==> src/include/mem_subsys_config.svh <==
`ifndef MEM_SUBSYS_CONFIG_SVH
`define MEM_SUBSYS_CONFIG_SVH

// address map
`define MS_RAM_BASE       32'h8000_0000
`define MS_CLINT_BASE     32'ha000_0048

// scratch ram depth in 32-bit words
`define MS_RAM_WORDS      256

// byte offsets of the mtime halves inside the clint window
`define MS_CLINT_MTIME_LO 0
`define MS_CLINT_MTIME_HI 4

`endif

==> src/hw/mem_subsys_pkg.sv <==
`default_nettype none

`include "mem_subsys_config.svh"

package mem_subsys_pkg;

    localparam int NUM_MASTERS = 2;
    localparam int RAM_IDX_W = $clog2(`MS_RAM_WORDS);

    typedef enum logic [1:0] {
        SIZE_BYTE = 2'd0,
        SIZE_HALF = 2'd1,
        SIZE_WORD = 2'd2
    } access_size_e;

    // ram view of an address
    typedef struct packed {
        logic [31-RAM_IDX_W-2:0] region;
        logic [RAM_IDX_W-1:0]    index;
        logic [1:0]              offset;
    } ram_addr_t;

    // clint view, one select bit picks the mtime half
    typedef struct packed {
        logic [28:0] region;
        logic        sel;
        logic [1:0]  offset;
    } clint_addr_t;

    typedef union packed {
        logic [31:0] word;
        ram_addr_t   ram;
        clint_addr_t clint;
    } bus_addr_u;

    typedef struct packed {
        bus_addr_u    addr;
        logic         we;
        logic [31:0]  wdata;
        logic [3:0]   wstrb;
        access_size_e size;
    } bus_req_t;

    typedef struct packed {
        logic [31:0] rdata;
        logic        err;
    } bus_resp_t;

endpackage

`default_nettype wire

==> src/hw/addr_decoder.sv <==
`timescale 1ns/1ps
`default_nettype none

`include "mem_subsys_config.svh"

module addr_decoder (
    input  wire logic                      clk,
    input  wire logic                      rst_n,
    input  wire logic                      req_valid,
    output logic                           req_ready,
    input  wire mem_subsys_pkg::bus_req_t  req,
    output logic                           resp_valid,
    output mem_subsys_pkg::bus_resp_t      resp,
    output logic                           ram_req_valid,
    input  wire logic                      ram_req_ready,
    input  wire logic                      ram_resp_valid,
    input  wire mem_subsys_pkg::bus_resp_t ram_resp,
    output logic                           clint_req_valid,
    input  wire logic                      clint_req_ready,
    input  wire logic                      clint_resp_valid,
    input  wire mem_subsys_pkg::bus_resp_t clint_resp
);
    import mem_subsys_pkg::*;

    localparam bus_addr_u RAM_WIN   = `MS_RAM_BASE;
    localparam bus_addr_u CLINT_WIN = `MS_CLINT_BASE;

    logic is_ram;
    logic is_clint;
    logic err_valid;

    always_comb begin
        is_ram          = (req.addr.ram.region == RAM_WIN.ram.region);
        is_clint        = (req.addr.clint.region == CLINT_WIN.clint.region);
        ram_req_valid   = req_valid && is_ram;
        clint_req_valid = req_valid && is_clint;
        if (is_ram) begin
            req_ready = ram_req_ready;
        end else if (is_clint) begin
            req_ready = clint_req_ready;
        end else begin
            req_ready = !err_valid;
        end
    end

    // only one transfer is in flight, so at most one source is valid
    always_comb begin
        resp_valid = ram_resp_valid || clint_resp_valid || err_valid;
        if (err_valid) begin
            resp = '{rdata: '0, err: 1'b1};
        end else if (clint_resp_valid) begin
            resp = clint_resp;
        end else begin
            resp = ram_resp;
        end
    end

    // unmapped address gets an error one cycle after acceptance
    always_ff @(posedge clk) begin
        if (!rst_n) begin
            err_valid <= 1'b0;
        end else begin
            err_valid <= req_valid && !is_ram && !is_clint && !err_valid;
        end
    end

endmodule

`default_nettype wire

==> config.mk <==
export PLATFORM = sky130hd
export DESIGN_NAME = addr_decoder
export DESIGN_NICKNAME = d
export VERILOG_FILES = /design/src/hw/mem_subsys_pkg.sv /design/src/hw/addr_decoder.sv
export VERILOG_INCLUDE_DIRS = /design/src /design/src/include
export SDC_FILE = /design/constraint.sdc
export NUM_CORES = 1
export LEC_CHECK = 0
export BUFFER_PORTS_ARGS = -buffer_cell sky130_fd_sc_hd__buf_2
export CORE_AREA = 2 2 71 73
export DETAILED_ROUTE_END_ITERATION = 16
export DIE_AREA = 0 0 73 75
export HOLD_SLACK_MARGIN = 0.08
export PLACE_DENSITY_LB_ADDON = 0.12
export RECOVER_POWER = 100
export SKIP_LAST_GASP = 1
export SYNTH_ARGS = -nofsm -noshare
export SYNTH_HDL_FRONTEND = slang
export SYNTH_SLANG_ARGS = --single-unit
==> constraint.sdc <==
create_clock -name clk -period 1.1 [get_ports clk]
set_input_delay 0.055 -clock clk [delete_from_list [all_inputs] [get_ports clk]]
set_output_delay 0.055 -clock clk [all_outputs]
set_load 0.05 [all_outputs]
==> results.cfg <==
[worst_setup_path]
critPathRequiredTime_ns = 1.04
r2r-start = err_valid
cpPeakStageDelay_ns = 0.28
path_cells = buf_6 -> nor4_4 -> nand4_1 -> o31ai_2 -> a21bo_2 -> buf_8
r2r-end = err_valid
cp_num_cells = 6
cpMaxStageDelayCell = nor4_4
r2r_cells = 4
cp.arrival_ns = 1.25
start_kind = input port
critPathBufInv = 2
cp-end-kind = primary output
r2r_slack_ns = 0.21
crit_end = req_ready
cpLargestDelayFamily = compound AO/OA/AOI/OAI gates
cp-startpoint = req[57]
crit_path_max_fanout = 2
crit_type = input port to primary output

[finish]
final_core_util = 0.3619
num_antenna_cells = 0
layout_common_cells = buf_2 (122), mux2i_1 (33), nor2_2 (23)
largest_reg_flops = 1
final_cells = 292
fin_nets = 384
regMostFlops = err_valid
drive_gt1_frac = 0.7689
syn2layout_area_growth_pct = 138.6
stdcell_area_um2 = 1687
largest_registers = err_valid: 1 flops
final_common_cell = buf_2

[sta]
finalSetupViolCount = 4
rsz0062_at_grt = yes
period_share = 1.185
relSlewSlack = 0.8233
worst_hold_slack_ns = 0.2983
fin_worst_skew_ns = 0
fin_crit_ns = 1.304
drv_slew = 0
hold_viol_final = 0
worstMarginPinSlew_ns = 0.2577
setup_tns_ns = -0.4334
fmax_ghz = 0.7670
timing.final.ws_setup_ns = -0.2038

[placement]
placed_cells = 292
port_buffers = 138
hpwlAfterDp_um = 2696
placed_cell_area_um2 = 1617
gp_congestion = 0.6142

[floorplanning]
core_um2 = 4661
die_area_um2 = 5475
rows = 25
pin_count = 181
die_x_um = 73
start_util = 0.1517
fp.dieH_um = 75

[logic_synthesis]
ys_types = 21
ys_seq_elements = 1
yosysSeqAreaShare = 0.02832
synth_cells = 101
avgSynthCellArea_um2 = 6.999
yosys_warnings = 0
synth_nets = 245
syn_area_um2 = 706.9

[clocking]
path_clk_slew_ns = 0
clk_latency_ns = 0
cts_setup_buffers = 0

[power]
seq_power_share = 0.044
switching_share = 0.6264
power_density_nw_per_um2 = 615.5
internal-power_mw = 0.3878
peakVddDrop_mv = 0.1599
clkPwrFrac = 0
leakagePower_nw = 0.9691
p_sw_mw = 0.6502
comb_power_share = 0.956

[run_status]
outcome = finished, violations left
violations = setup timing

[drt]
routedWlPerCell_um = 10.75
drtIter0Drc = 11
firstDrtPassIters = 4
wl_um = 3140
vias = 1209
drc = 0
ant_nets = 0
via_per_inst = 4.140

[job]
cap_violations = 0

[global_route]
grt_pass1_vias = 1080
antenna_found_initial = 0
grt_pass1_wl_um = 4540
overflow = 0
grt_max_degree = 18
track_usage = 0.09808

[min_path]
hold_path_class = input port to flop
hold_start = rst_n
routing by layer:
metal	vias to the layer above	GRT usage	routed length, um	share of wire
met4	0	0.004115	0	0
met5	-	0	0	0
met3	0	0.02142	375	0.12
met1	502	0.1065	1059	0.34
li1	627	-	-	-
met2	80	0.2012	1705	0.54
cell type report:
cell class	count	area [um^2]
Inverter	3	11.26
Timing Repair Buffer	145	820.8
Multi-Input combinational cell	89	765.7
Tap cell	54	67.56
Fill cell	510	2974
Sequential cell	1	21.27
through the flow:
step           power (mW)  setup WS [ns]
2_1_floorplan      0.7067        -0.1054
4_1_cts             1.056        -0.2061
6_report            1.038        -0.2038
5_1_grt             1.104        -0.3072
3_5_place_dp        1.034        -0.2991
3_3_place_gp        1.033        -0.3024
worst reg2reg max path, cell delays in order, from the launching register on:
cell,delay (ns)
dfxtp_2,0.42
inv_1,0.11
o31ai_2,0.08
buf_4,0.15
nor2_2,0.02
logic make-up (layout without fill, tap and decap cells):
family,after synthesis,count (layout),share of synthesized area
compound gates,4,4,0.05664
buf+inv,11,148,0.06548
flops,1,1,0.02832
mux,33,33,0.4673
simple gates,52,52,0.3823
power groups by stage:
| stage | clock, mW | combinational, mW | sequential, mW |
|---|---|---|---|
| finish | 0 | 0.992 | 0.0458 |
| global route | 0 | 1.06 | 0.0473 |
| CTS | 0 | 1.01 | 0.0463 |
| detailed placement | 0 | 0.988 | 0.0463 |
| global placement | 0 | 0.986 | 0.0464 |
| floorplan | 0 | 0.667 | 0.0394 |
how the worst min path moves through the flow:
stage | end | slack (ns) | cells past startpoint
detailed placement | err_valid | 0.29 | 3
finish | err_valid | 0.30 | 3
floorplan | err_valid | 0.17 | 2
global route | err_valid | 0.33 | 3
CTS | err_valid | 0.29 | 3
global placement | err_valid | 0.28 | 3
Yosys cell counts, drive strengths merged:
cell,number,area share
buf,4,0.028
nor3,2,0.014
dfxtp,1,0.028
nor2,35,0.19
and4,1,0.012
a41oi,1,0.012
nor4,3,0.057
o31ai,1,0.018
inv,3,0.016
a22o,1,0.012
and3,2,0.018
mux2i,33,0.47
and4bb,1,0.018
a21bo,1,0.014
clkbuf,4,0.021
nor4b,1,0.034
nand4,1,0.0089
nand2,5,0.027
or3,1,0.0089
repair_timing:
action,4_1_cts,5_1_grt
hold buffers,0,0
pin swaps,7,3
gates resized for setup,13,8
setup endpoints to repair,4,17
No activity file was read; power rests on OpenSTA's default activity.
