`config.mk`:
```
export PLATFORM = sky130hd
export DESIGN_NAME = ifu
export DESIGN_NICKNAME = d
export VERILOG_FILES = /design/src/hw/mem_subsys_pkg.sv /design/src/hw/ifu.sv
export VERILOG_INCLUDE_DIRS = /design/src /design/src/include
export SDC_FILE = /design/constraint.sdc
export NUM_CORES = 1
export LEC_CHECK = 0
export BUFFER_PORTS_ARGS = -buffer_cell sky130_fd_sc_hd__buf_2
export CORE_ASPECT_RATIO = 0.75
export CORE_MARGIN = 5
export CORE_UTILIZATION = 43
export CTS_CLUSTER_SIZE = 14
export DETAILED_ROUTE_END_ITERATION = 10
export PLACE_DENSITY = 0.85
export SYNTH_ARGS = -nofsm -noshare
export SYNTH_HDL_FRONTEND = slang
export SYNTH_SLANG_ARGS = --single-unit
export TNS_END_PERCENT = 50
```
`constraint.sdc`:
```
create_clock -name clk -period 3 [get_ports clk]
set_input_delay 0.3 -clock clk [delete_from_list [all_inputs] [get_ports clk]]
set_output_delay 0.3 -clock clk [all_outputs]
set_load 0.05 [all_outputs]
```
`src/include/mem_subsys_config.svh`:
```
`ifndef MEM_SUBSYS_CONFIG_SVH
`define MEM_SUBSYS_CONFIG_SVH

// address map
`define MS_RAM_BASE       32'h8000_0000
`define MS_CLINT_BASE     32'ha000_0048

// scratch ram depth in 32-bit words
`define MS_RAM_WORDS      256

// byte offsets of the mtime halves inside the clint window
`define MS_CLINT_MTIME_LO 0
`define MS_CLINT_MTIME_HI 4

`endif

```
`src/hw/mem_subsys_pkg.sv`:
```
`default_nettype none

`include "mem_subsys_config.svh"

package mem_subsys_pkg;

    localparam int NUM_MASTERS = 2;
    localparam int RAM_IDX_W = $clog2(`MS_RAM_WORDS);

    typedef enum logic [1:0] {
        SIZE_BYTE = 2'd0,
        SIZE_HALF = 2'd1,
        SIZE_WORD = 2'd2
    } access_size_e;

    // ram view of an address
    typedef struct packed {
        logic [31-RAM_IDX_W-2:0] region;
        logic [RAM_IDX_W-1:0]    index;
        logic [1:0]              offset;
    } ram_addr_t;

    // clint view, one select bit picks the mtime half
    typedef struct packed {
        logic [28:0] region;
        logic        sel;
        logic [1:0]  offset;
    } clint_addr_t;

    typedef union packed {
        logic [31:0] word;
        ram_addr_t   ram;
        clint_addr_t clint;
    } bus_addr_u;

    typedef struct packed {
        bus_addr_u    addr;
        logic         we;
        logic [31:0]  wdata;
        logic [3:0]   wstrb;
        access_size_e size;
    } bus_req_t;

    typedef struct packed {
        logic [31:0] rdata;
        logic        err;
    } bus_resp_t;

endpackage

`default_nettype wire

```
`src/hw/ifu.sv`:
```
`timescale 1ns/1ps
`default_nettype none

module ifu (
    input  wire logic                      clk,
    input  wire logic                      rst_n,
    input  wire logic                      fetch_req,
    input  wire logic [31:0]               fetch_pc,
    output logic [31:0]                    fetch_instr,
    output logic                           fetch_done,
    output logic                           fetch_err,
    output logic                           fetch_busy,
    output logic                           req_valid,
    input  wire logic                      req_ready,
    output mem_subsys_pkg::bus_req_t       req,
    input  wire logic                      resp_valid,
    input  wire mem_subsys_pkg::bus_resp_t resp
);
    import mem_subsys_pkg::*;

    logic        pending;
    logic        waiting;
    logic [31:0] pc_q;

    // fetch is always a full word read
    always_comb begin
        req.addr.word = pc_q;
        req.we        = 1'b0;
        req.wdata     = '0;
        req.wstrb     = 4'b1111;
        req.size      = SIZE_WORD;
    end

    assign req_valid  = pending;
    assign fetch_busy = pending | waiting;

    always_ff @(posedge clk) begin
        if (!rst_n) begin
            pending    <= 1'b0;
            waiting    <= 1'b0;
            fetch_done <= 1'b0;
            fetch_err  <= 1'b0;
        end else begin
            fetch_done <= 1'b0;
            if (!fetch_busy && fetch_req) begin
                pending <= 1'b1;
            end else if (pending && req_ready) begin
                pending <= 1'b0;
                waiting <= 1'b1;
            end else if (waiting && resp_valid) begin
                waiting    <= 1'b0;
                fetch_done <= 1'b1;
                fetch_err  <= resp.err;
            end
        end
    end

    always_ff @(posedge clk) begin
        if (!fetch_busy && fetch_req) begin
            pc_q <= fetch_pc;
        end
        if (waiting && resp_valid) begin
            fetch_instr <= resp.rdata;
        end
    end

endmodule

`default_nettype wire

```
==> metrics.yaml <==
run_status:
  status: "completed"
cts:
  cts_made_buffers: 9
  cts_sinks: 68
  clkSlewWorstSetupHoldPaths_ns: 0.07
  post-cts-setup-buffers: 0
  ctsHoldBuffers: 0
  clk_latency_ns: 0.33
  cts_tree: "built"
  cts-resized-gates: 0
  htree_levels: 3
  cts_max_path_buffers: 2
  cts_root_buf: "clkbuf_8"
floorplanning:
  io_pins: 177
  die_width_um: 96.1
  die_h_um: 74.6
  std_cell_rows: 23
  dieArea_um2: 7170
  start_util_pct: 44.5
  core_um2: 5380
cells_and_area:
  stdcell_count: 349
  syn_to_final_growth_pct: 35.2
  seq_area_um2: 2000
  final_area_um2: 3230
  drive_above_1_share_pct: 56.6
  final_nets: 339
  nFillCells: 444
  multi_input_area_um2: 233
  n_antenna_cell: 0
pwr:
  seqPwrFrac_pct: 49.0
  leakage_nw: 1.45
  power.switching_mw: 0.620
  power_mw: 2.23
  sw_frac_of_total_pct: 27.7
  p_int_mw: 1.61
  power_frac_clock_pct: 35.4
  vdd_drop_max_mv: 0.341
  cellPowerDensity_nw_per_um2: 690
  power_frac_comb_pct: 15.6
timing:
  final.setup_skew_ns: 0.00449
  fin_worst_hold_slack_ns: 0.141
  setup_viol: 0
  hold_viol: 0
  tightest_slew_ns: 0.860
  max_freq_mhz: 612
  rsz0062_at_grt: "no"
  min_period_over_period_pct: 54.5
  max_slew_margin_pct: 42.6
  tns_ns: 0
  slew_viol_final: 0
  min_period_ns: 1.63
setup_path:
  worst-path-max-fanout: 33
  rr_worst_depth: 2
  reg2reg_slack_ns: 1.37
  reg2reg_from: "waiting"
  required_ns: 2.96
  crit_type: "register to register"
  crit_path_end_kind: "register"
  r2r-end: "pc_q[25]"
  arrival_ns: 1.59
  startpoint_type: "register"
global_routing:
  antenna_found_initial: 0
  track_usage_pct: 12.2
  grt_start_max_net_pins: 35
  grt_pass1_vias: 1245
  grt_overflow: 0
  grt_pass1_wl_mm: 6.11
min_path:
  min_path_cells: 1
  hold_path_class: "primary input to register"
  hold_end: "fetch_instr[8]"
  hp-start: "resp[9]"
logic_synthesis:
  synth-seq-cells: 68
  yosysTopAreaCell: "edfxtp_1"
  syn_area_um2: 2390
  netlist_instances: 123
  synthTopCellsByArea: "edfxtp_1 (80%), buf_4 (12%), dfxtp_1 (3.3%)"
  yosys.area.top_type_share_pct: 80.3
  avgSynthCellArea_um2: 19.4
  synth_cell_type_count: 15
  yosysSeqAreaShare_pct: 83.7
  yosys_warnings: 0
detailed_routing:
  dr.pass1.iters: 4
  wl_mm: 4.84
  post_drt_wl_per_cell_um: 13.9
  post-route-drc-count: 0
  vias_per_cell: 3.95
  vias: 1377
  detail_route.iter0.violations: 31
  final_antenna_net_count: 0
place:
  dpl_cell_area_um2: 3020
  hpwl_mm: 3.85
  gp_congestion: 0.695
  port_buffers: 137
  dpl.cell_count: 333
job:
  maxCapViolations: 0
[cell type report]
cell class                      count  share of cell area, %
Clock inverter                      6                   2.75
Inverter                            1                  0.116
Sequential cell                    68                   61.9
Clock buffer                       10                   3.95
Timing Repair Buffer              137                   21.2
Multi-Input combinational cell     52                   7.20
Tap cell                           75                   2.90
[through the flow]
| step | setup WS (ns) | util [%] |
|---|---|---|
| after floorplan | 1.22 | - |
| after global placement | 1.41 | 56.1 |
| after detailed placement | 1.36 | 56.1 |
| after CTS | 1.35 | 60.1 |
| after global routing | 1.25 | 60.1 |
| final | 1.37 | 60.1 |
[state kept, by name (all words and copies together), names as in the netlist]
register     count
fetch_instr     32
pc_q            32
fetch_done       1
fetch_err        1
req_valid        1
waiting          1
[per-layer routing]
metal | vias to the layer above | global-route usage, % | share of wire, %
li1 | 652 | - | -
met1 | 630 | 11.5 | 31
met2 | 89 | 22.2 | 55
met3 | 6 | 5.76 | 13
met4 | 0 | 6.15 | 1.2
met5 | - | 0 | 0
[power groups by stage]
stage / clock [mW] / sequential, mW / combinational [mW]
global route: 0.862 / 1.10 / 0.362
finish: 0.790 / 1.09 / 0.349
CTS: 0.815 / 1.09 / 0.350
floorplan: 0 / 1.25 / 0.172
global placement: 0 / 1.11 / 0.345
detailed placement: 0 / 1.12 / 0.349
[worst max-delay path by stage]
stage / startpoint / cells past startpoint / end
after CTS: waiting / 2 / pc_q[28]
final: waiting / 2 / pc_q[25]
after floorplan: req_valid / 2 / pc_q[0]
after global routing: waiting / 2 / pc_q[21]
after global placement: waiting / 2 / pc_q[2]
after detailed placement: waiting / 2 / pc_q[27]
[logic make-up after synthesis]
| group | after synthesis | share of synthesized area [%] |
|---|---|---|
| flip-flops | 68 | 83.7 |
| AND/OR/NAND/NOR | 10 | 2.56 |
| other | 2 | 0.314 |
| multiplexers | 1 | 0.418 |
| AO/OA/AOI/OAI | 2 | 0.628 |
| buffers and inverters | 40 | 12.4 |
[cell usage after synthesis]
cell type / count
a21boi_0: 1
and2_2: 1
and3_1: 1
buf_4: 39
conb_1: 2
dfxtp_1: 4
edfxtp_1: 64
inv_1: 1
mux2i_1: 1
nand2_1: 4
nand2b_1: 1
nor2_4: 1
nor2b_1: 1
o21a_1: 1
or2_4: 1
[placed cells by master, fill, tap and decap left out, types with 2 or more instances in the layout]
cell type   instances
buf_2             137
bufinv_16           2
clkbuf_8            9
clkinvlp_4          2
conb_1             39
dfxtp_1             4
edfxtp_1           64
nand2_1             4
[critical path, stage by stage, from the launching register on]
cell,delay [ns]
dfxtp_1,0.32
or2_4,0.27
nor2_4,0.65
(Power assumes the default switching activity.)
