[src/include/mem_subsys_config.svh]
`ifndef MEM_SUBSYS_CONFIG_SVH
`define MEM_SUBSYS_CONFIG_SVH

// address map
`define MS_RAM_BASE       32'h8000_0000
`define MS_CLINT_BASE     32'ha000_0048

// scratch ram depth in 32-bit words
`define MS_RAM_WORDS      256

// byte offsets of the mtime halves inside the clint window
`define MS_CLINT_MTIME_LO 0
`define MS_CLINT_MTIME_HI 4

`endif

[src/hw/mem_subsys_pkg.sv]
`default_nettype none

`include "mem_subsys_config.svh"

package mem_subsys_pkg;

    localparam int NUM_MASTERS = 2;
    localparam int RAM_IDX_W = $clog2(`MS_RAM_WORDS);

    typedef enum logic [1:0] {
        SIZE_BYTE = 2'd0,
        SIZE_HALF = 2'd1,
        SIZE_WORD = 2'd2
    } access_size_e;

    // ram view of an address
    typedef struct packed {
        logic [31-RAM_IDX_W-2:0] region;
        logic [RAM_IDX_W-1:0]    index;
        logic [1:0]              offset;
    } ram_addr_t;

    // clint view, one select bit picks the mtime half
    typedef struct packed {
        logic [28:0] region;
        logic        sel;
        logic [1:0]  offset;
    } clint_addr_t;

    typedef union packed {
        logic [31:0] word;
        ram_addr_t   ram;
        clint_addr_t clint;
    } bus_addr_u;

    typedef struct packed {
        bus_addr_u    addr;
        logic         we;
        logic [31:0]  wdata;
        logic [3:0]   wstrb;
        access_size_e size;
    } bus_req_t;

    typedef struct packed {
        logic [31:0] rdata;
        logic        err;
    } bus_resp_t;

endpackage

`default_nettype wire

[src/hw/bus_arbiter.sv]
`timescale 1ns/1ps
`default_nettype none

module bus_arbiter (
    input  wire logic                                                        clk,
    input  wire logic                                                        rst_n,
    input  wire logic [mem_subsys_pkg::NUM_MASTERS-1:0]                      m_req_valid,
    input  wire mem_subsys_pkg::bus_req_t [mem_subsys_pkg::NUM_MASTERS-1:0]  m_req,
    output logic [mem_subsys_pkg::NUM_MASTERS-1:0]                           m_req_ready,
    output logic [mem_subsys_pkg::NUM_MASTERS-1:0]                           m_resp_valid,
    output mem_subsys_pkg::bus_resp_t                                        m_resp,
    output logic                                                             s_req_valid,
    input  wire logic                                                        s_req_ready,
    output mem_subsys_pkg::bus_req_t                                         s_req,
    input  wire logic                                                        s_resp_valid,
    input  wire mem_subsys_pkg::bus_resp_t                                   s_resp
);
    import mem_subsys_pkg::*;

    localparam int IDX_W = (NUM_MASTERS > 1) ? $clog2(NUM_MASTERS) : 1;

    // prio names the master that wins the next tie
    logic [IDX_W-1:0] prio;
    logic [IDX_W-1:0] owner;
    logic [IDX_W-1:0] pick;
    logic             locked;

    // walk from the lowest priority up, so the last hit is the winner
    always_comb begin
        pick = prio;
        for (int k = NUM_MASTERS - 1; k >= 0; k--) begin
            if (m_req_valid[(int'(prio) + k) % NUM_MASTERS]) begin
                pick = IDX_W'((int'(prio) + k) % NUM_MASTERS);
            end
        end
    end

    always_comb begin
        s_req_valid  = !locked && m_req_valid[pick];
        s_req        = m_req[pick];
        m_resp       = s_resp;
        m_req_ready  = '0;
        m_resp_valid = '0;
        if (!locked) begin
            m_req_ready[pick] = s_req_ready;
        end else begin
            m_resp_valid[owner] = s_resp_valid;
        end
    end

    always_ff @(posedge clk) begin
        if (!rst_n) begin
            locked <= 1'b0;
            owner  <= '0;
            prio   <= '0;
        end else if (!locked) begin
            if (s_req_valid && s_req_ready) begin
                locked <= 1'b1;
                owner  <= pick;
                prio   <= IDX_W'((int'(pick) + 1) % NUM_MASTERS);
            end
        end else if (s_resp_valid) begin
            locked <= 1'b0;
        end
    end

endmodule

`default_nettype wire

[config.mk]
export PLATFORM = sky130hd
export DESIGN_NAME = bus_arbiter
export DESIGN_NICKNAME = d
export VERILOG_FILES = /design/src/hw/mem_subsys_pkg.sv /design/src/hw/bus_arbiter.sv
export VERILOG_INCLUDE_DIRS = /design/src /design/src/include
export SDC_FILE = /design/constraint.sdc
export NUM_CORES = 1
export LEC_CHECK = 0
export BUFFER_PORTS_ARGS = -buffer_cell sky130_fd_sc_hd__buf_2
export CORE_AREA = 8 8 106 108
export DETAILED_ROUTE_END_ITERATION = 10
export DIE_AREA = 0 0 114 116
export HOLD_SLACK_MARGIN = 0.12
export PLACE_DENSITY = 0.59
export REMOVE_ABC_BUFFERS = 1
export SKIP_CTS_REPAIR_TIMING = 1
export SLEW_MARGIN = 0
export SYNTH_ARGS = -nofsm -noshare
export SYNTH_HDL_FRONTEND = slang
export SYNTH_SLANG_ARGS = --single-unit
[constraint.sdc]
create_clock -name clk -period 3.8 [get_ports clk]
set_input_delay 0.19 -clock clk [delete_from_list [all_inputs] [get_ports clk]]
set_output_delay 0.19 -clock clk [all_outputs]
set_load 0.005 [all_outputs]
==> flow_metrics.env <==
export IMPL_die_y_um=116
export IMPL_ant_nets=0
export IMPL_holdPathStages=2
export IMPL_p_sw_share_pct=30.88
export IMPL_ctsLongestPathBuffers=2
export IMPL_core_region_area_mm2=0.009549
export IMPL_yosysSeqAreaShare_pct=3.692
export IMPL_antenna_found_initial=0
export IMPL_num_nets_final=505
export IMPL_maxCapViolCount=0
export IMPL_pre_cts_ws_ps=1657
export IMPL_place_area_mm2=0.002532
export IMPL_postSynthAreaPerCell_um2=11.96
export IMPL_antenna_cells=0
export IMPL_crit_arrival_ps=2130
export IMPL_cts_tree="built"
export IMPL_area_growth_pct=58.46
export IMPL_clkSinkCount=3
export IMPL_max_clock_freq_mhz=431.2
export IMPL_r2r_cells=3
export IMPL_drtIter0Drc=54
export IMPL_worstPathBufferInverterCount=2
export IMPL_drc=0
export IMPL_holdCritPathClass="input pin to register"
export IMPL_wl_um=8033
export IMPL_place_congestion=0.8396
export IMPL_combinationalPowerShare_pct=72.7
export IMPL_syn_cell_area_mm2=0.001627
export IMPL_peakVddDrop_mv=0.2006
export IMPL_groute_usage_overall_pct=10.62
export IMPL_yosysUniqueCellTypes=19
export IMPL_h_tree_depth=1
export IMPL_p_seq_share_pct=7.6
export IMPL_via_per_inst=3.893
export IMPL_skew_ps=0.2879
export IMPL_num_vias=1775
export IMPL_netlist_instances=136
export IMPL_fin_crit_sh_pct=61.03
export IMPL_fin_crit_ps=2319
export IMPL_dieArea_mm2=0.01322
export IMPL_final_cells=456
export IMPL_finalHoldViolations=0
export IMPL_worstPathMaxFanout=37
export IMPL_tightest_slew_ps=698.4
export IMPL_io_buffers=223
export IMPL_max_slew_margin_pct=53.44
export IMPL_p_clk_share_pct=19.7
export IMPL_critical_path_depth=4
export IMPL_path_clk_slew_ps=30
export IMPL_finalWorstSetupSlack_ps=1481
export IMPL_critPathMaxStageDelay_ps=660
export IMPL_yosysWarnings=0
export IMPL_fp_dieW_um=114
export IMPL_clock_latency_ps=220
export IMPL_crit_required_ps=3610
export IMPL_status="completed"
export IMPL_cts_buffers=3
export IMPL_slowest_stage="maj3_4"
export IMPL_drt_wirelength_per_cell_um=17.62
export IMPL_initial_core_util_pct=17.03
export IMPL_drive_gt1_share_pct=92.57
export IMPL_fillCellCount=1045
export IMPL_critPathCaptureType="output port"
export IMPL_path_cells="maj3_4 > buf_12 > mux2_2 > buf_2"
export IMPL_grt_pass1_vias=2015
export IMPL_p_leak_nw=1.523
export IMPL_finalSetupViolations=0
export IMPL_maxSlewViolCount=0
export IMPL_cts_root_buf="clkbuf_8"
export IMPL_first_pass_iters=4
export IMPL_cp_top_family="adder cells"
export IMPL_power_density_mw_per_mm2=184.3
export IMPL_tns_ps=0
export IMPL_yosys_register_bits=3
export IMPL_internal_power_mw=0.3283
export IMPL_grt_pass1_wl_um=10940
export IMPL_stdcell_area_mm2=0.002577
export IMPL_p_sw_mw=0.1467
export IMPL_rsz0062_at_grt="no"
export IMPL_dp_hpwl_um=7307
export IMPL_grt_max_degree=38
export IMPL_io_pins=290
export IMPL_rows=36
export IMPL_grt_overflow=0
export IMPL_placed_cells=452
export IMPL_crit_type="register to output port"
export IMPL_start_kind="register"
[worst register-to-register path: stages (launching register included)]
cell,delay (ps)
dfxtp_1,390
nand2b_1,210
o22ai_1,100
and2_1,160
[per-stage QoR]
stage	total power, mW	util [%]	hold WS (ps)
after CTS	0.4823	26.99	206.4
after floorplan	0.2236	-	311.7
after global routing	0.5102	26.99	213.8
final	0.4749	26.99	213.9
after global placement	0.3827	26.52	380.0
after detailed placement	0.3872	26.52	380.0
[layout make-up]
class / instances / area [µm²] / area share (%)
clock buffer: 4 / 45.04 / 1.748
inverter: 2 / 7.507 / 0.2913
multi-input combinational: 90 / 1162 / 45.10
sequential: 3 / 60.06 / 2.330
tap: 133 / 166.4 / 6.456
timing repair buffer: 224 / 1136 / 44.08
[power groups by stage]
| stage | Combinational [mW] | Clock [mW] | Sequential (mW) |
|---|---|---|---|
| floorplan | 0.188 | 0 | 0.0360 |
| global placement | 0.346 | 0 | 0.0365 |
| detailed placement | 0.351 | 0 | 0.0366 |
| CTS | 0.352 | 0.0946 | 0.0362 |
| global route | 0.374 | 0.100 | 0.0365 |
| finish | 0.345 | 0.0935 | 0.0363 |
[routing by layer]
layer,vias up,share of wire [%],GRT usage [%]
met3,6,18,8.702
li1,820,-,-
met4,2,0.15,0.6211
met1,778,36,11.12
met2,169,45,16.44
met5,-,0.71,4.688
[final timing paths]
| kind | startpoint | endpoint | slack, ps |
|---|---|---|---|
| min | rst_n | locked | 210 |
| max | prio | s_req[52] | 1480 |
| min reg2reg | owner | owner | 510 |
| max reg2reg | locked | locked | 2830 |
[cell usage in the layout (no fill, tap or decap), drive strengths merged]
cell type / synthesis / routed
clkbuf: 0 / 4
inv: 2 / 2
o22ai: 1 / 1
nor2: 5 / 5
o211ai: 1 / 1
nor2b: 1 / 1
nand2: 2 / 2
and2: 2 / 2
nand2b: 1 / 1
and3: 1 / 1
buf: 41 / 224
o21ai: 2 / 2
dfxtp: 3 / 3
mux2: 71 / 71
maj3: 1 / 1
a21boi: 1 / 1
a21oi: 1 / 1
[cells in the mapped netlist]
master | n | area [µm²]
mux2_2 | 3 | 33.78
o21ai_0 | 2 | 10.01
dfxtp_1 | 3 | 60.06
nand2_1 | 2 | 7.510
maj3_2 | 1 | 11.26
a21boi_0 | 1 | 7.510
buf_4 | 33 | 247.7
a21oi_1 | 1 | 5.000
inv_1 | 2 | 7.510
o22ai_1 | 1 | 6.260
and3_1 | 1 | 6.260
mux2_4 | 68 | 1021
buf_12 | 7 | 140.1
buf_6 | 1 | 11.26
and2_1 | 2 | 12.51
o211ai_1 | 1 | 7.510
nor2_1 | 5 | 18.77
nor2b_1 | 1 | 6.260
nand2b_1 | 1 | 6.260
[sequential cells by signal, summed over array words and instances (netlist names)]
signal	cells
locked	1
owner	1
prio	1
[logic make-up (layout without fill, tap and decap cells)]
family | Yosys count | count (layout) | synth area share [%]
muxes | 71 | 71 | 64.85
and+or+nand+nor | 12 | 12 | 3.539
AOI/OAI and AO/OA | 6 | 6 | 2.231
buffers and inverters | 43 | 230 | 25.00
adders and majority gates | 1 | 1 | 0.6923
DFF | 3 | 3 | 3.692
(Power assumes the default switching activity.)
