**config.mk**
```make
export PLATFORM = sky130hd
export DESIGN_NAME = clint
export DESIGN_NICKNAME = d
export VERILOG_FILES = /design/src/hw/mem_subsys_pkg.sv /design/src/hw/clint.sv
export VERILOG_INCLUDE_DIRS = /design/src /design/src/include
export SDC_FILE = /design/constraint.sdc
export NUM_CORES = 1
export LEC_CHECK = 0
export ABC_AREA = 1
export BUFFER_PORTS_ARGS = -buffer_cell sky130_fd_sc_hd__buf_2
export CAP_MARGIN = 15
export CELL_PAD_IN_SITES_DETAIL_PLACEMENT = 1
export CELL_PAD_IN_SITES_GLOBAL_PLACEMENT = 1
export CORE_UTILIZATION = 30
export CTS_BUF_LIST = sky130_fd_sc_hd__clkbuf_4 sky130_fd_sc_hd__clkbuf_8
export DETAILED_ROUTE_END_ITERATION = 10
export PLACE_DENSITY_LB_ADDON = 0.12
export SLEW_MARGIN = 20
export SYNTH_ARGS = -nofsm -noshare
export SYNTH_HDL_FRONTEND = slang
export SYNTH_SLANG_ARGS = --single-unit
```
**constraint.sdc**
```tcl
create_clock -name clk -period 3.5 [get_ports clk]
set_clock_uncertainty 0.15 [all_clocks]
set_input_delay 0.35 -clock clk [delete_from_list [all_inputs] [get_ports clk]]
set_output_delay 0.35 -clock clk [all_outputs]
set_load 0.005 [all_outputs]
```
**src/include/mem_subsys_config.svh**
```systemverilog
`ifndef MEM_SUBSYS_CONFIG_SVH
`define MEM_SUBSYS_CONFIG_SVH

// address map
`define MS_RAM_BASE       32'h8000_0000
`define MS_CLINT_BASE     32'ha000_0048

// scratch ram depth in 32-bit words
`define MS_RAM_WORDS      256

// byte offsets of the mtime halves inside the clint window
`define MS_CLINT_MTIME_LO 0
`define MS_CLINT_MTIME_HI 4

`endif

```
**src/hw/mem_subsys_pkg.sv**
```systemverilog
`default_nettype none

`include "mem_subsys_config.svh"

package mem_subsys_pkg;

    localparam int NUM_MASTERS = 2;
    localparam int RAM_IDX_W = $clog2(`MS_RAM_WORDS);

    typedef enum logic [1:0] {
        SIZE_BYTE = 2'd0,
        SIZE_HALF = 2'd1,
        SIZE_WORD = 2'd2
    } access_size_e;

    // ram view of an address
    typedef struct packed {
        logic [31-RAM_IDX_W-2:0] region;
        logic [RAM_IDX_W-1:0]    index;
        logic [1:0]              offset;
    } ram_addr_t;

    // clint view, one select bit picks the mtime half
    typedef struct packed {
        logic [28:0] region;
        logic        sel;
        logic [1:0]  offset;
    } clint_addr_t;

    typedef union packed {
        logic [31:0] word;
        ram_addr_t   ram;
        clint_addr_t clint;
    } bus_addr_u;

    typedef struct packed {
        bus_addr_u    addr;
        logic         we;
        logic [31:0]  wdata;
        logic [3:0]   wstrb;
        access_size_e size;
    } bus_req_t;

    typedef struct packed {
        logic [31:0] rdata;
        logic        err;
    } bus_resp_t;

endpackage

`default_nettype wire

```
**src/hw/clint.sv**
```systemverilog
`timescale 1ns/1ps
`default_nettype none

`include "mem_subsys_config.svh"

module clint (
    input  wire logic                     clk,
    input  wire logic                     rst_n,
    input  wire logic                     req_valid,
    output logic                          req_ready,
    input  wire mem_subsys_pkg::bus_req_t req,
    output logic                          resp_valid,
    output mem_subsys_pkg::bus_resp_t     resp
);
    import mem_subsys_pkg::*;

    logic [63:0] mtime;
    logic [31:0] rdata_q;
    logic [2:0]  reg_off;
    logic        accept;

    assign req_ready = !resp_valid;
    assign accept    = req_valid && req_ready;
    assign reg_off   = {req.addr.clint.sel, 2'b00};
    assign resp      = '{rdata: rdata_q, err: 1'b0};

    // mtime holds for the cycle it is written
    always_ff @(posedge clk) begin
        if (!rst_n) begin
            mtime      <= '0;
            resp_valid <= 1'b0;
        end else begin
            resp_valid <= accept;
            if (accept && req.we) begin
                if (reg_off == 3'(`MS_CLINT_MTIME_LO)) begin
                    mtime[31:0] <= req.wdata;
                end else begin
                    mtime[63:32] <= req.wdata;
                end
            end else begin
                mtime <= mtime + 64'd1;
            end
        end
    end

    always_ff @(posedge clk) begin
        if (accept) begin
            if (req.we) begin
                rdata_q <= '0;
            end else if (reg_off == 3'(`MS_CLINT_MTIME_HI)) begin
                rdata_q <= mtime[63:32];
            end else begin
                rdata_q <= mtime[31:0];
            end
        end
    end

endmodule

`default_nettype wire

```
==> out/qor.csv, run 1 <==
stage,metric,value,unit
timing,period_share,0.649,
layout,utilization,0.346,
layout,diodes,0,
power_and_ir_drop,switching_power,0.707,mW
flow_run,max_cap_viol_count,0,
power_and_ir_drop,ir_drop,0.000132,V
placed_design,place_worst_setup_slack,0.984,ns
layout,finish.net_count,1088,
critical_path,regToRegEndpoint,mtime[33],
outcome,outcome,"finished, final reports clean",
critical_path,ff2ff_setup_slack,1.23,ns
floorplan,start_util,0.306,
route,vias_per_cell,4.99,
timing,final.hold.worst_slack,0.0645,ns
clock_tree,clock_tree_from_tritoncts,yes,
timing,timing.slew.headroom,0.295,
logic_synthesis,post_synthesis_instance_area,6220,um2
layout,fill_cells,2684,
power_and_ir_drop,sequentialPowerShare,0.544,
placed_design,numPlacedInstances,1272,
power_and_ir_drop,finalPower,2.36,mW
route,drtAntennaViolNets,0,
global_route,track_usage,0.236,
logic_synthesis,syn_inst,958,
route,1st_iter_drt_viols,343,
floorplan,io_pins,109,
clock_tree,cts_htree_levels,3,
global_route,number_of_global_route_vias_before_repair,6532,
placed_design,io_buffers,70,
timing,final-max-slew-violation-count,0,
route,detail_route.drc_violations,0,
logic_synthesis,number_of_distinct_library_cells_after_synthesis,39,
layout,finish.cell_count_without_fillers,1288,
placed_design,postPlaceCellArea,6830,um2
critical_path,critical_path.startpoint_type,flop,
layout,area.growth.synth_to_final,12.9,%
critical_path,critical_path.endpoint,mtime[33],
critical_path,timing_worst_setup_path_type,reg -> reg,
layout,drive_above_1_share,0.126,
clock_tree,clk_latency,0.40,ns
critical_path,startpoint,resp_valid,
clock_tree,tritoncts.num_buffers,9,
timing,hold_viol_final,0,
critical_path,r2r.worst_path.cells,8,
power_and_ir_drop,power.switching_fraction,0.300,
power_and_ir_drop,power.density_cell_area,336,nW/um2
clock_tree,ctsRootBufferMaster,sky130_fd_sc_hd__clkbuf_8,
clock_tree,cts_hold_buf,0,
clock_tree,post_cts_sizing_count,0,
logic_synthesis,yosysSeqAreaShare,0.364,
critical_path,required_time_at_the_worst_slack_endpoint,3.64,ns
worst_hold_path,min_path_type,in -> reg,
placed_design,hpwlAfterDp,18.4,mm
power_and_ir_drop,power.clock.fraction,0.336,
clock_tree,post_cts_repair_timing_setup_buffer_count,0,
timing,setup_violations,0,
logic_synthesis,average_cell_area_after_synthesis,6.49,um2
critical_path,worst_path_max_fanout,17,
timing,setup_tns,0,ns
logic_synthesis,synthesis.nets,1033,
floorplan,rows,52,
timing,post-route-min-period,2.27,ns
timing,worstMarginPinSlew,1.05,ns
critical_path,setup.worst_path.end_class,flop,
global_route,global_route.overflow_total,0,
layout,fin_area,7020,um2
logic_synthesis,synth-seq-cells,97,
floorplan,fp.coreArea,20300,um2
power_and_ir_drop,p_comb_frac,0.119,
route,routed_wire_length_per_instance,19.0,um
route,vias,6428,
timing,final_critical_path_setup_slack,1.23,ns
clock_tree,clkTransAtPathRegs,0.10,ns
timing,setup_repair_after_global_routing_missed_its_margin,no,
timing,max_clock_freq,440,MHz
power_and_ir_drop,leakage,2.85,nW
route,drt_first_pass_iters,4,
floorplan,chipWidth,146,um
floorplan,die_y,146,um
global_route,antenna_violations_before_repair,0,
global_route,grt_pass1_wl,37.9,mm
route,route.final.wire_length,24.4,mm
placed_design,gp_congestion,0.890,
floorplan,die-area,21300,um2
critical_path,wp_data_arrival,2.41,ns
power_and_ir_drop,intPower,1.65,mW
clock_tree,clk_path_buf_depth,2,
critical_path,r2r-start,resp_valid,
logic_synthesis,synthesis.yosys.warnings,0,
clock_tree,cts_num_sinks,97,
global_route,grt_max_degree,43,
## Yosys cell counts
library cell / instances / area (um2)
sky130_fd_sc_hd__nand2_4: 1 / 11.3
sky130_fd_sc_hd__a311oi_1: 1 / 8.76
sky130_fd_sc_hd__nor4_1: 1 / 6.26
sky130_fd_sc_hd__and3_1: 1 / 6.26
sky130_fd_sc_hd__a22oi_1: 1 / 7.51
sky130_fd_sc_hd__nand3_4: 2 / 35.0
sky130_fd_sc_hd__nand2_1: 253 / 950
sky130_fd_sc_hd__dfxtp_1: 65 / 1300
sky130_fd_sc_hd__nand3b_1: 8 / 60.1
sky130_fd_sc_hd__xnor2_1: 3 / 26.3
sky130_fd_sc_hd__a211oi_1: 31 / 233
sky130_fd_sc_hd__o221a_2: 1 / 11.3
sky130_fd_sc_hd__nor2_1: 164 / 616
sky130_fd_sc_hd__a21oi_1: 31 / 155
sky130_fd_sc_hd__inv_2: 4 / 15.0
sky130_fd_sc_hd__nor2_2: 5 / 31.3
sky130_fd_sc_hd__ha_1: 1 / 12.5
sky130_fd_sc_hd__clkbuf_1: 11 / 41.3
sky130_fd_sc_hd__nand2_2: 5 / 31.3
sky130_fd_sc_hd__nor3_1: 12 / 60.1
sky130_fd_sc_hd__o21ai_0: 35 / 175
sky130_fd_sc_hd__o211ai_1: 4 / 30.0
sky130_fd_sc_hd__conb_1: 1 / 3.75
sky130_fd_sc_hd__buf_1: 6 / 22.5
sky130_fd_sc_hd__o22ai_1: 1 / 6.26
sky130_fd_sc_hd__o21bai_1: 6 / 45.0
sky130_fd_sc_hd__o21ai_1: 2 / 10.0
sky130_fd_sc_hd__edfxtp_1: 32 / 961
sky130_fd_sc_hd__buf_2: 15 / 75.1
sky130_fd_sc_hd__a31oi_1: 7 / 43.8
sky130_fd_sc_hd__nor2_4: 12 / 135
sky130_fd_sc_hd__buf_4: 3 / 22.5
sky130_fd_sc_hd__nand4_1: 19 / 119
sky130_fd_sc_hd__nor3_2: 1 / 10.0
sky130_fd_sc_hd__o32ai_1: 1 / 8.76
sky130_fd_sc_hd__xor2_1: 8 / 70.1
sky130_fd_sc_hd__nand3_1: 68 / 340
sky130_fd_sc_hd__o221ai_1: 2 / 17.5
sky130_fd_sc_hd__inv_1: 134 / 503
## layout by cell type, fill, tap and decap left out, types with 2 or more instances in the layout
cell type,synthesis,layout
sky130_fd_sc_hd__a21oi_1,31,31
sky130_fd_sc_hd__clkbuf_8,0,9
sky130_fd_sc_hd__o211ai_1,4,4
sky130_fd_sc_hd__inv_1,134,134
sky130_fd_sc_hd__buf_2,15,70
sky130_fd_sc_hd__nand4_1,19,19
sky130_fd_sc_hd__nand2_2,5,5
sky130_fd_sc_hd__xor2_1,8,8
sky130_fd_sc_hd__xnor2_1,3,3
sky130_fd_sc_hd__nor2_2,5,6
sky130_fd_sc_hd__nand2_1,253,253
sky130_fd_sc_hd__buf_4,3,9
sky130_fd_sc_hd__clkinv_2,0,2
sky130_fd_sc_hd__o221ai_1,2,2
sky130_fd_sc_hd__o21ai_0,35,35
sky130_fd_sc_hd__nand3_1,68,67
sky130_fd_sc_hd__nand3b_1,8,8
sky130_fd_sc_hd__nor3_1,12,12
sky130_fd_sc_hd__edfxtp_1,32,32
sky130_fd_sc_hd__inv_2,4,4
sky130_fd_sc_hd__inv_6,0,2
sky130_fd_sc_hd__dfxtp_1,65,65
sky130_fd_sc_hd__a211oi_1,31,31
sky130_fd_sc_hd__nor2_4,12,13
sky130_fd_sc_hd__o21ai_1,2,2
sky130_fd_sc_hd__a31oi_1,7,7
sky130_fd_sc_hd__o21bai_1,6,6
sky130_fd_sc_hd__nor2_1,164,162
sky130_fd_sc_hd__nand3_4,2,2
## worst max-delay path, stage by stage (launching register included)
cell	delay [ns]
sky130_fd_sc_hd__dfxtp_1	0.42
sky130_fd_sc_hd__inv_1	0.09
sky130_fd_sc_hd__nand3_2	0.22
sky130_fd_sc_hd__buf_4	0.31
sky130_fd_sc_hd__nand4_1	0.16
sky130_fd_sc_hd__nor2_1	0.31
sky130_fd_sc_hd__nand3_1	0.22
sky130_fd_sc_hd__o21ai_0	0.21
sky130_fd_sc_hd__nor2_1	0.06
## cell families after synthesis
family / Yosys count / synth area share
compound gates: 123 / 0.121
xor+xnor: 11 / 0.0155
buf+inv: 173 / 0.109
simple gates: 552 / 0.388
fa+ha+maj: 1 / 0.00201
other cells: 1 / 0.000603
flops: 97 / 0.364
## metal layers
layer	vias to the layer above	part of all wire	routed length [um]	track usage
li1	3168	-	-	-
met1	3115	0.49	12100	0.325
met2	119	0.46	11100	0.388
met3	26	0.032	776	0.0285
met4	0	0.018	431	0.0674
met5	-	0	0	0
## registers in the layout, summed over array words and instances, names as in the netlist
| name | count |
|---|---|
| mtime | 64 |
| rdata_q | 32 |
| resp_valid | 1 |
## worst min-delay path by stage
| stage | start | end | slack (ns) | depth (start not counted) |
|---|---|---|---|---|
| floorplan | resp_valid | resp_valid | 0.32 | 1 |
| global placement | resp_valid | resp_valid | 0.37 | 1 |
| detailed placement | resp_valid | resp_valid | 0.38 | 1 |
| CTS | req[11] | mtime[5] | 0.05 | 3 |
| global route | req[14] | mtime[8] | 0.06 | 3 |
| finish | req[14] | mtime[8] | 0.06 | 3 |
## final cells by class
| type | instances | area (um2) | share of cell area |
|---|---|---|---|
| tap | 270 | 338 | 0.0481 |
| clock inverter | 7 | 68.8 | 0.00980 |
| inverter | 138 | 518 | 0.0738 |
| sequential | 97 | 2260 | 0.322 |
| clock buffer | 9 | 124 | 0.0176 |
| multi-input combinational | 688 | 3290 | 0.469 |
| timing repair buffer | 79 | 418 | 0.0595 |
## power by group through the flow
| stage | registers (mW) | logic (mW) | clock network [mW] |
|---|---|---|---|
| 2_1_floorplan | 1.29 | 0.167 | 0 |
| 3_3_place_gp | 1.31 | 0.280 | 0 |
| 3_5_place_dp | 1.31 | 0.284 | 0 |
| 4_1_cts | 1.28 | 0.285 | 0.812 |
| 5_1_grt | 1.29 | 0.316 | 0.847 |
| 6_report | 1.28 | 0.281 | 0.793 |
No activity file was read; power rests on OpenSTA's default activity.
==> inputs of run 2 (changes only) <==
clock period = 1.99 ns   (was 3.5 ns; I/O delays follow)
==> run 2 against run 1 <==
Sequential share of layout area shrank 4.4 points. Worst setup slack lost 1.1 ns. Non-clock buffer count grew 121. Die area is the same. Design area grew 17%. Clock power grew 110%. Final cell count grew 9.5%. Largest cell class unchanged. Largest power group unchanged. Highest routed layer unchanged.
==> out/qor.csv, run 2 (synthesized netlist as in run 1, its figures left out) <==
stage,metric,value,unit
layout,registers.top_by_ff_count,mtime,
timing,final_critical_path_setup_slack,0.0864,ns
flow_run,max_cap_viol_count,0,
route,1st_iter_drt_viols,395,
placed_design,hpwlAfterDp,20.1,mm
power_and_ir_drop,finalPower,4.57,mW
global_route,grt_pass1_wl,39.7,mm
route,detail_route.drc_violations,0,
placed_design,place_worst_setup_slack,0.00977,ns
timing,period_share,0.957,
global_route,grt_max_degree,41,
global_route,number_of_global_route_vias_before_repair,7050,
clock_tree,clkTransAtPathRegs,0.11,ns
worst_hold_path,min_path_type,in -> reg,
floorplan,die-area,21300,um2
layout,register_area,2290,um2
floorplan,chipWidth,146,um
route,vias,6897,
clock_tree,clock_tree_from_tritoncts,yes,
timing,worstMarginPinSlew,0.515,ns
clock_tree,tritoncts.num_buffers,9,
critical_path,timing_worst_setup_path_type,in -> reg,
critical_path,critical-path-max-stage-delay,0.53,ns
route,routed_wire_length_per_instance,18.3,um
clock_tree,ctsRootBufferMaster,sky130_fd_sc_hd__clkbuf_8,
layout,area_of_combinational_cells_with_multiple_inputs,3390,um2
layout,fill_cells,2670,
clock_tree,clk_latency,0.40,ns
critical_path,worst_path_max_fanout,24,
critical_path,wp_data_arrival,2.09,ns
timing,final-max-slew-violation-count,0,
placed_design,io_buffers,70,
layout,drive_above_1_share,0.242,
layout,largest_register_ff_count,64,
route,drtAntennaViolNets,0,
route,route.final.wire_length,25.9,mm
global_route,track_usage,0.248,
floorplan,die_y,146,um
power_and_ir_drop,ir_drop,0.000286,V
timing,final.hold.worst_slack,0.0257,ns
global_route,global_route.overflow_total,0,
critical_path,required_time_at_the_worst_slack_endpoint,2.17,ns
floorplan,start_util,0.306,
timing,setup_violations,0,
outcome,outcome,"finished, final reports clean",
layout,fin_area,8230,um2
power_and_ir_drop,leakage,3.52,nW
timing,timing.slew.headroom,0.656,
critical_path,setup.worst_path.end_class,flop,
layout,area.growth.synth_to_final,32.4,%
floorplan,io_pins,109,
route,drt_first_pass_iters,5,
timing,post-route-min-period,1.90,ns
placed_design,postPlaceCellArea,7610,um2
layout,diodes,0,
timing,hold_viol_final,0,
clock_tree,cts_htree_levels,3,
critical_path,critical_path.cell_chain,"dlygate4sd3_1, buf_2, nand3_2, buf_12, buf_4, nor2_4, inv_1, buf_6, o21ai_0, o21bai_1, a31oi_1",
power_and_ir_drop,power.density_cell_area,555,nW/um2
critical_path,critical_path.startpoint_type,input pin,
clock_tree,clk_path_buf_depth,2,
layout,final_cell_mix,"sky130_fd_sc_hd__nand2_1, sky130_fd_sc_hd__nor2_1, sky130_fd_sc_hd__inv_1",
floorplan,rows,52,
critical_path,cpMaxStageDelayCell,sky130_fd_sc_hd__dlygate4sd3_1,
placed_design,gp_congestion,0.932,
global_route,antenna_violations_before_repair,0,
layout,finish.net_count,1210,
floorplan,fp.coreArea,20300,um2
layout,layout_commonest_cell,sky130_fd_sc_hd__nand2_1,
clock_tree,cts_num_sinks,97,
layout,top_regs,"mtime x64, rdata_q x32, resp_valid x1",
route,vias_per_cell,4.89,
timing,max_clock_freq,525,MHz
[run 2: worst max-delay path: cells and delay by family]
kind,cells,cell delay [ns]
compound gates,3,0.41
buf+inv,6,1.34
simple gates,2,0.11
[run 2: layout make-up]
| cell class | count | share of cell area |
|---|---|---|
| clock buffers | 10 | 0.0167 |
| clock inverters | 6 | 0.0137 |
| inverters | 138 | 0.0629 |
| multi-input cells | 689 | 0.412 |
| flip-flops and latches | 97 | 0.278 |
| well taps | 270 | 0.0411 |
| repair buffers | 200 | 0.175 |
[run 2: repair_timing]
item	in CTS	in global routing
hold endpoints to repair	29	0
buffers inserted	1	4
cloned	1	0
pin swaps	2	7
gates resized for setup	2	51
hold buffers	20	0
endpoints found under the setup margin	4	34
[run 2: metrics by stage]
stage | TNS (ns) | cells | utilization
final | 0 | 1410 | 0.405
after global routing | -0.00419 | 1410 | 0.405
after CTS | 0 | 1406 | 0.398
after detailed placement | 0 | 1368 | 0.375
after global placement | 0 | 1368 | 0.375
after floorplan | 0 | 958 | -
[run 2: where the power goes]
| group | internal, mW | switching [mW] | total (mW) |
|---|---|---|---|
| sequential | 2.15 | 0.0864 | 2.24 |
| clock | 0.875 | 0.807 | 1.68 |
| combinational | 0.271 | 0.378 | 0.649 |
| total | 3.30 | 1.27 | 4.57 |
[run 2: final timing paths]
| check | slack (ns) | start | endpoint | cells past startpoint |
|---|---|---|---|---|
| setup / recovery | 0.09 | req_valid | mtime[21] | 11 |
| hold / removal | 0.03 | req[15] | mtime[41] | 5 |
| setup reg to reg | 0.09 | mtime[4] | mtime[34] | 8 |
| hold reg to reg | 0.39 | mtime[23] | mtime[23] | 2 |
[run 2: layer usage]
layer  vias up  wire [um]  GRT usage
li1       3422          -          -
met1      3301      12300      0.334
met2       145      12100      0.417
met3        29        973     0.0248
met4         0        519     0.0768
met5         -          0          0
